## src/common/qamPkg.sv

```systemverilog
package qamPkg;

	// ----------------------------------------------------------------------
	// sizes
	// ----------------------------------------------------------------------
	localparam int PAYLOAD_BITS = 16;
	localparam int SYMBOL_BITS = 4;
	localparam int SYMBOLS_PER_WORD = 4;
	localparam int SYMBOL_IDX_BITS = $clog2(SYMBOLS_PER_WORD);

	// one carrier period is 256 phase steps, one symbol lasts one period
	localparam int PHASE_BITS = 8;
	// quarter period, also the cosine offset
	localparam int QUARTER_STEPS = 64;

	localparam int LEVEL_BITS = 4;
	localparam int SINE_BITS = 16;
	localparam int SAMPLE_BITS = 19;
	localparam int SINE_AMPLITUDE = 32767;

	// ----------------------------------------------------------------------
	// wishbone register map
	// ----------------------------------------------------------------------
	localparam int WB_ADDR_BITS = 2;
	localparam int WB_DATA_BITS = 32;
	localparam logic [WB_ADDR_BITS-1:0] ADDR_PAYLOAD = 2'd0;
	// bit 0 is enable
	localparam logic [WB_ADDR_BITS-1:0] ADDR_CONTROL = 2'd1;

	// ----------------------------------------------------------------------
	// types
	// ----------------------------------------------------------------------
	typedef logic signed [LEVEL_BITS-1:0] levelT;
	typedef logic signed [SINE_BITS-1:0] sineT;
	typedef logic signed [SAMPLE_BITS-1:0] sampleT;

	// big selects magnitude 2 over 1, neg flips the sign
	typedef struct packed {
		logic qNeg;
		logic iNeg;
		logic qBig;
		logic iBig;
	} symbolFields;

	// nibble as taken from the payload, or split into its level fields
	typedef union packed {
		logic [SYMBOL_BITS-1:0] raw;
		symbolFields fields;
	} symbolWord;

endpackage

```

## src/rtl/qamRegs.sv

```systemverilog
module qamRegs (
	input logic CLOCK_50,
	input logic rst,
	input logic wbCyc,
	input logic wbStb,
	input logic wbWe,
	input logic [qamPkg::WB_ADDR_BITS-1:0] wbAdr,
	input logic [qamPkg::WB_DATA_BITS-1:0] wbDatW,
	output logic [qamPkg::WB_DATA_BITS-1:0] wbDatR,
	output logic wbAck,
	output logic [qamPkg::PAYLOAD_BITS-1:0] payload,
	output logic enable
);

	// new access seen, ack not yet given
	logic accessStart;

	assign accessStart = wbCyc && wbStb && !wbAck;

	// ----------------------------------------------------------------------
	// ack and register writes
	// ----------------------------------------------------------------------
	always_ff @(posedge CLOCK_50) begin
		if (rst) begin
			wbAck <= 1'b0;
			payload <= '0;
			enable <= 1'b0;
		end else begin
			wbAck <= accessStart;
			// write lands on the same edge that raises ack
			if (accessStart && wbWe) begin
				case (wbAdr)
					qamPkg::ADDR_PAYLOAD: begin
						payload <= wbDatW[qamPkg::PAYLOAD_BITS-1:0];
					end
					qamPkg::ADDR_CONTROL: begin
						enable <= wbDatW[0];
					end
					default: begin
					end
				endcase
			end
		end
	end

	// ----------------------------------------------------------------------
	// read mux
	// ----------------------------------------------------------------------
	// address is held by the master until ack, so a plain decode is enough
	always_comb begin
		case (wbAdr)
			qamPkg::ADDR_PAYLOAD: begin
				wbDatR = {{(qamPkg::WB_DATA_BITS - qamPkg::PAYLOAD_BITS){1'b0}}, payload};
			end
			qamPkg::ADDR_CONTROL: begin
				wbDatR = {{(qamPkg::WB_DATA_BITS - 1){1'b0}}, enable};
			end
			default: begin
				// unmapped
				wbDatR = '0;
			end
		endcase
	end

	// one ack per access, never stretched
	ackSinglePulse: assert property (
		@(posedge CLOCK_50) disable iff (rst)
		wbAck |=> !wbAck
	);

endmodule

```

## src/modulator/symbolSequencer.sv

```systemverilog
module symbolSequencer (
	input logic CLOCK_50,
	input logic rst,
	input logic [qamPkg::PAYLOAD_BITS-1:0] payload,
	input logic enable,
	output logic [qamPkg::PHASE_BITS-1:0] phase,
	output qamPkg::levelT iLevel,
	output qamPkg::levelT qLevel,
	output logic levelValid
);

	logic running;
	logic [qamPkg::SYMBOL_IDX_BITS-1:0] symIdx;
	logic [qamPkg::PAYLOAD_BITS-1:0] shadow;
	qamPkg::symbolWord nib;

	// magnitude 1 or 2, then sign
	function automatic qamPkg::levelT toLevel(input logic big, input logic neg);
		qamPkg::levelT mag;
		mag = big ? 4'sd2 : 4'sd1;
		return neg ? -mag : mag;
	endfunction

	// ----------------------------------------------------------------------
	// phase and symbol counters
	// ----------------------------------------------------------------------
	always_ff @(posedge CLOCK_50) begin
		if (rst) begin
			running <= 1'b0;
			phase <= '0;
			symIdx <= '0;
			shadow <= '0;
		end else if (!enable) begin
			running <= 1'b0;
			phase <= '0;
			symIdx <= '0;
		end else if (!running) begin
			// first enabled cycle starts a frame
			running <= 1'b1;
			shadow <= payload;
		end else begin
			phase <= phase + 1'b1;
			if (phase == '1) begin
				symIdx <= symIdx + 1'b1;
				// last symbol done, pick up the next word
				if (symIdx == '1) begin
					shadow <= payload;
				end
			end
		end
	end

	// ----------------------------------------------------------------------
	// level mapping
	// ----------------------------------------------------------------------
	// low nibble goes out first
	assign nib.raw = shadow[symIdx*qamPkg::SYMBOL_BITS +: qamPkg::SYMBOL_BITS];

	assign iLevel = toLevel(nib.fields.iBig, nib.fields.iNeg);
	assign qLevel = toLevel(nib.fields.qBig, nib.fields.qNeg);
	assign levelValid = running && enable;

	// symbols only step at the end of a carrier period or on disable
	symbolStepsOnWrap: assert property (
		@(posedge CLOCK_50) disable iff (rst)
		(symIdx != $past(symIdx)) |->
			($past(phase) == '1) || !$past(enable) || $past(rst)
	);

endmodule

```

## src/modulator/sineLut.sv

```systemverilog
module sineLut (
	input logic CLOCK_50,
	input logic [qamPkg::PHASE_BITS-1:0] phase,
	output qamPkg::sineT value
);

	// quadrant and offset within it
	logic [1:0] quadrant;
	logic [qamPkg::PHASE_BITS-3:0] offset;
	logic [qamPkg::PHASE_BITS-2:0] idx;
	qamPkg::sineT mag;

	assign quadrant = phase[qamPkg::PHASE_BITS-1 -: 2];
	assign offset = phase[qamPkg::PHASE_BITS-3:0];

	// quadrants 1 and 3 run the table backwards
	assign idx = quadrant[0] ?
		(qamPkg::PHASE_BITS - 1)'(qamPkg::QUARTER_STEPS) - {1'b0, offset} :
		{1'b0, offset};

	// ----------------------------------------------------------------------
	// first quadrant, round(amplitude * sin(2*pi*k/256))
	// ----------------------------------------------------------------------
	always_comb begin
		case (idx)
			7'd0: mag = 16'sd0;
			7'd1: mag = 16'sd804;
			7'd2: mag = 16'sd1608;
			7'd3: mag = 16'sd2410;
			7'd4: mag = 16'sd3212;
			7'd5: mag = 16'sd4011;
			7'd6: mag = 16'sd4808;
			7'd7: mag = 16'sd5602;
			7'd8: mag = 16'sd6393;
			7'd9: mag = 16'sd7179;
			7'd10: mag = 16'sd7962;
			7'd11: mag = 16'sd8739;
			7'd12: mag = 16'sd9512;
			7'd13: mag = 16'sd10278;
			7'd14: mag = 16'sd11039;
			7'd15: mag = 16'sd11793;
			7'd16: mag = 16'sd12539;
			7'd17: mag = 16'sd13279;
			7'd18: mag = 16'sd14010;
			7'd19: mag = 16'sd14732;
			7'd20: mag = 16'sd15446;
			7'd21: mag = 16'sd16151;
			7'd22: mag = 16'sd16846;
			7'd23: mag = 16'sd17530;
			7'd24: mag = 16'sd18204;
			7'd25: mag = 16'sd18868;
			7'd26: mag = 16'sd19519;
			7'd27: mag = 16'sd20159;
			7'd28: mag = 16'sd20787;
			7'd29: mag = 16'sd21403;
			7'd30: mag = 16'sd22005;
			7'd31: mag = 16'sd22594;
			7'd32: mag = 16'sd23170;
			7'd33: mag = 16'sd23731;
			7'd34: mag = 16'sd24279;
			7'd35: mag = 16'sd24811;
			7'd36: mag = 16'sd25329;
			7'd37: mag = 16'sd25832;
			7'd38: mag = 16'sd26319;
			7'd39: mag = 16'sd26790;
			7'd40: mag = 16'sd27245;
			7'd41: mag = 16'sd27683;
			7'd42: mag = 16'sd28105;
			7'd43: mag = 16'sd28510;
			7'd44: mag = 16'sd28898;
			7'd45: mag = 16'sd29268;
			7'd46: mag = 16'sd29621;
			7'd47: mag = 16'sd29956;
			7'd48: mag = 16'sd30273;
			7'd49: mag = 16'sd30571;
			7'd50: mag = 16'sd30852;
			7'd51: mag = 16'sd31113;
			7'd52: mag = 16'sd31356;
			7'd53: mag = 16'sd31580;
			7'd54: mag = 16'sd31785;
			7'd55: mag = 16'sd31971;
			7'd56: mag = 16'sd32137;
			7'd57: mag = 16'sd32285;
			7'd58: mag = 16'sd32412;
			7'd59: mag = 16'sd32521;
			7'd60: mag = 16'sd32609;
			7'd61: mag = 16'sd32678;
			7'd62: mag = 16'sd32728;
			7'd63: mag = 16'sd32757;
			// peak, only reached from a mirrored quadrant
			default: mag = qamPkg::sineT'(qamPkg::SINE_AMPLITUDE);
		endcase
	end

	// second half of the period is the negative lobe
	always_ff @(posedge CLOCK_50) begin
		value <= quadrant[1] ? -mag : mag;
	end

endmodule

```

## src/modulator/iqMixer.sv

```systemverilog
module iqMixer (
	input logic CLOCK_50,
	input logic rst,
	input logic [qamPkg::PHASE_BITS-1:0] phase,
	input qamPkg::levelT iLevel,
	input qamPkg::levelT qLevel,
	input logic levelValid,
	output qamPkg::sampleT sample,
	output qamPkg::levelT iOut,
	output qamPkg::levelT qOut,
	output logic sampleValid
);

	logic [qamPkg::PHASE_BITS-1:0] cosPhase;
	qamPkg::sineT sinVal;
	qamPkg::sineT cosVal;

	// levels lined up with the table output
	qamPkg::levelT iDly;
	qamPkg::levelT qDly;
	logic validDly;

	qamPkg::sampleT iProd;
	qamPkg::sampleT qProd;

	// cos(x) is sin(x + quarter period)
	assign cosPhase = phase + (qamPkg::PHASE_BITS)'(qamPkg::QUARTER_STEPS);

	sineLut u_sin (
		.CLOCK_50 (CLOCK_50),
		.phase    (phase),
		.value    (sinVal)
	);

	sineLut u_cos (
		.CLOCK_50 (CLOCK_50),
		.phase    (cosPhase),
		.value    (cosVal)
	);

	// ----------------------------------------------------------------------
	// stage 1 level delay, stage 2 multiply and subtract
	// ----------------------------------------------------------------------
	assign iProd = iDly * cosVal;
	assign qProd = qDly * sinVal;

	always_ff @(posedge CLOCK_50) begin
		iDly <= iLevel;
		qDly <= qLevel;
		if (rst) begin
			validDly <= 1'b0;
			sampleValid <= 1'b0;
			sample <= '0;
			iOut <= '0;
			qOut <= '0;
		end else begin
			validDly <= levelValid;
			sampleValid <= validDly;
			iOut <= iDly;
			qOut <= qDly;
			// idle output sits at zero
			sample <= validDly ? iProd - qProd : '0;
		end
	end

	idleSampleZero: assert property (
		@(posedge CLOCK_50) disable iff (rst)
		!sampleValid |-> (sample == '0)
	);

endmodule

```

## src/rtl/qamModulator.sv

```systemverilog
module qamModulator (
	input logic CLOCK_50,
	input logic rst,
	input logic wbCyc,
	input logic wbStb,
	input logic wbWe,
	input logic [qamPkg::WB_ADDR_BITS-1:0] wbAdr,
	input logic [qamPkg::WB_DATA_BITS-1:0] wbDatW,
	output logic [qamPkg::WB_DATA_BITS-1:0] wbDatR,
	output logic wbAck,
	output qamPkg::sampleT sample,
	output qamPkg::levelT iOut,
	output qamPkg::levelT qOut,
	output logic sampleValid
);

	logic [qamPkg::PAYLOAD_BITS-1:0] payload;
	logic enable;

	logic [qamPkg::PHASE_BITS-1:0] phase;
	qamPkg::levelT iLevel;
	qamPkg::levelT qLevel;
	logic levelValid;

	// bus side
	qamRegs u_regs (
		.CLOCK_50 (CLOCK_50),
		.rst      (rst),
		.wbCyc    (wbCyc),
		.wbStb    (wbStb),
		.wbWe     (wbWe),
		.wbAdr    (wbAdr),
		.wbDatW   (wbDatW),
		.wbDatR   (wbDatR),
		.wbAck    (wbAck),
		.payload  (payload),
		.enable   (enable)
	);

	// ----------------------------------------------------------------------
	// modulator datapath
	// ----------------------------------------------------------------------
	symbolSequencer u_seq (
		.CLOCK_50   (CLOCK_50),
		.rst        (rst),
		.payload    (payload),
		.enable     (enable),
		.phase      (phase),
		.iLevel     (iLevel),
		.qLevel     (qLevel),
		.levelValid (levelValid)
	);

	iqMixer u_mix (
		.CLOCK_50    (CLOCK_50),
		.rst         (rst),
		.phase       (phase),
		.iLevel      (iLevel),
		.qLevel      (qLevel),
		.levelValid  (levelValid),
		.sample      (sample),
		.iOut        (iOut),
		.qOut        (qOut),
		.sampleValid (sampleValid)
	);

endmodule

```

## config.mk

```make
export PLATFORM = sky130hd
export DESIGN_NAME = qamModulator
export DESIGN_NICKNAME = d
export VERILOG_FILES = /design/src/common/qamPkg.sv /design/src/rtl/qamRegs.sv /design/src/modulator/symbolSequencer.sv /design/src/modulator/sineLut.sv /design/src/modulator/iqMixer.sv /design/src/rtl/qamModulator.sv
export SDC_FILE = /design/constraint.sdc
export NUM_CORES = 1
export LEC_CHECK = 0
export BUFFER_PORTS_ARGS = -buffer_cell sky130_fd_sc_hd__buf_2
export CORE_ASPECT_RATIO = 1.75
export CORE_MARGIN = 1
export CORE_UTILIZATION = 45
export DETAILED_ROUTE_END_ITERATION = 8
export PLACE_DENSITY_LB_ADDON = 0.1
export REMOVE_ABC_BUFFERS = 1
export SKIP_CTS_REPAIR_TIMING = 1
export SLEW_MARGIN = 25
export SYNTH_ARGS = -nofsm -noshare
export SYNTH_HDL_FRONTEND = slang
export SYNTH_HIERARCHICAL = 1
export SYNTH_SLANG_ARGS = --single-unit
```

## constraint.sdc

```tcl
create_clock -name CLOCK_50 -period 9.9 [get_ports CLOCK_50]
set_input_delay 1.485 -clock CLOCK_50 [delete_from_list [all_inputs] [get_ports CLOCK_50]]
set_output_delay 1.485 -clock CLOCK_50 [all_outputs]
set_load 0.05 [all_outputs]
```

==> qor.yml <==
synth:
  ys_seq_area_frac: 0.164
  yosysTopAreaCell: "dfxtp_1"
  synth_flop_cell: "dfxtp_1"
  ys_types: 111
  yosysWarnings: 6
  netlist_top_cells_area: "dfxtp_1 (16%), fa_1 (13%), ha_1 (7.7%)"
  synthArstFlopShare: 0
  ys_ff_latch: 114
  avgSynthCellArea_um2: 8.21
  syn_inst: 1694
  synth_enable_flop_cells: 0
  synthesis.area_mm2: 0.0139
  yosysMostFrequentCell: "nand2_1"
  synth_top_area_frac: 0.164
  synthTopCellsByCount: "nand2_1 (161), inv_1 (123), dfxtp_1 (114), nor2_1 (108), fa_1 (93)"
routing:
  route.detailed.drc: 0
  vias: 12600
  via_per_inst: 6.09
  ant_nets: 0
  wl_mm: 40.1
  first_pass_iters: 5
  drtIter0Drc: 663
  wire_per_inst_um: 19.4
power:
  leakage_nw: 5.86
  switching_power_uw: 287
  pwr-share-comb: 0.045
  clkPwrFrac: 0.539
  p_sw_frac: 0.258
  powerDensity_mw_per_mm2: 75.6
  p_seq_frac: 0.415
  ir_drop_uv: 124
  intPower_uw: 825
final_layout:
  design_area_mm2: 0.0147
  area_growth_pct: 5.86
  final_nets: 1882
  antenna_cells: 0
  final_cells: 2064
  finalCoreUtilization: 0.486
  drive_gt1_frac: 0.117
clock_network:
  cts_tree: "built"
  cts_buffer_depth: 2
  clk_pin_slew_worst_paths_ns: 0.06
  htree_levels: 4
  clk-insertion-delay-late_ns: 0.43
  clock-sinks: 114
  cts_inserted_buffers: 17
  root_buffer: "clkbuf_16"
timing:
  rsz0062_at_grt: "no"
  finalClockSkew_ns: 0.0130
  period_share: 0.582
  max_slew_margin: 0.270
  final-max-slew-violation-count: 0
  fmax_mhz: 174
  setup_viol: 0
  tns_ns: 0
  worst_pin_slew_ns: 1.09
  finalHoldViolations: 0
  worst_hold_slack_ns: 0.477
  layout_min_cycle_time_ns: 5.76
critical_path:
  path_max_fanout: 32
  crit_required_ns: 10.25
  critPathKind: "flip-flop to flip-flop"
  arrival_ns: 6.11
  critPathLaunchType: "flip-flop"
  crit_path_end_kind: "flip-flop"
placed_design:
  port_buffers: 67
  hpwl_mm: 29.9
  place_inst: 2031
  dpl_cell_area_mm2: 0.0141
  place_congestion: 0.939
floorplan:
  initial_core_util: 0.459
  die_w_um: 135
  die_area_mm2: 0.0316
  die_y_um: 235
  coreArea_mm2: 0.0303
  num_rows: 84
  ios: 100
global_routing:
  grtUsageMet3: 0.0297
  grt_usage: 0.258
  use_met1: 0.285
  grt_pass1_vias: 12400
  met2_usage: 0.480
  busiest_layer: "met2"
  antenna_found_initial: 0
  grt_start_max_net_pins: 61
  grt_pass1_wl_mm: 64.6
  overflow: 0
job:
  cap_violations: 0
hold_path:
  min_path_type: "flip-flop to flip-flop"
outcome:
  outcome: "complete, no violations"
## worst paths after layout
path | start | to | slack [ns] | cells after the start
max | u_seq/phase[0] | u_mix/u_sin/value[12] | 4.14 | 16
min | u_regs/wbAck | u_regs/wbAck | 0.48 | 1
max reg2reg | u_seq/phase[0] | u_mix/u_sin/value[12] | 4.14 | 16
min reg2reg | u_regs/wbAck | u_regs/wbAck | 0.48 | 1
## power by group through the flow
stage | clock (mW) | combinational (mW) | sequential (mW)
final | 0.600 | 0.0504 | 0.462
after detailed placement | 0 | 0.0500 | 0.472
after floorplan | 0 | 0.0313 | 0.474
after global placement | 0 | 0.0496 | 0.472
after global routing | 0.630 | 0.0545 | 0.462
after CTS | 0.614 | 0.0502 | 0.462
## cells in the final DEF, fill, tap and decap left out, types with 48 or more instances in the layout
cell / count
nor2b_1: 53
buf_2: 67
and2_1: 56
o21ai_0: 52
ha_1: 86
fa_1: 93
inv_1: 123
nand2_1: 161
nand3_1: 48
a21oi_1: 74
nor2_1: 108
dfxtp_1: 111
## state kept, by name, summed over array words and instances, names as in the netlist
signal             cells
u_mix/qDly             4
u_regs/enable          1
u_mix/u_cos/value     16
u_mix/sample          19
u_regs/wbAck           1
u_mix/qOut             4
u_mix/iDly             4
u_regs/payload        16
u_seq/running          1
u_mix/iOut             4
u_mix/u_sin/value     16
u_mix/sampleValid      1
u_mix/validDly         1
u_seq/symIdx           2
u_seq/shadow          16
u_seq/phase            8
## critical path, stage by stage (launching register included)
cell	delay, ns
dfxtp_2	0.31
buf_4	0.33
buf_4	0.44
inv_1	0.29
ha_1	0.60
nand2_1	0.15
o21ai_1	0.49
ha_1	0.47
clkinv_1	0.43
o22ai_1	0.31
a211oi_2	0.12
nor3_1	0.34
o21ai_0	0.19
a21boi_0	0.36
nand4_2	0.21
o41ai_2	0.42
xnor2_1	0.17
## area by class of cell
cell class                 instances  area, µm²
inverter                         129        484
clock inverter                    15        150
timing repair buffer              90        515
multi-input combinational       1312      10400
clock buffer                      17        425
tap                              387        484
sequential                       114       2290
fill                            3023      15600
## kinds of logic after synthesis
group                      after synthesis  synth area share
and+or+nand+nor                        591             0.222
AOI/OAI and AO/OA                      418             0.228
buffers and inverters                  283            0.0958
adders and majority gates              179             0.211
DFF                                    114             0.164
xor gates and xnor gates                66            0.0432
muxes                                   42            0.0356
other                                    1          0.000270
## per-stage QoR
step | setup slack [ns] | power, mW
6_report | 4.14 | 1.11
5_1_grt | 3.70 | 1.15
4_1_cts | 4.25 | 1.13
3_5_place_dp | 4.31 | 0.522
3_3_place_gp | 4.32 | 0.521
2_1_floorplan | 3.81 | 0.505
## per-layer routing
metal | vias to the layer above | part of all wire | wire (µm)
li1 | 5912 | - | -
met1 | 6206 | 0.39 | 15600
met4 | 0 | 0.046 | 1850
met5 | - | 0 | 0
met3 | 108 | 0.032 | 1270
met2 | 345 | 0.53 | 21400
Note: power is estimated with default switching activity, not from simulation.
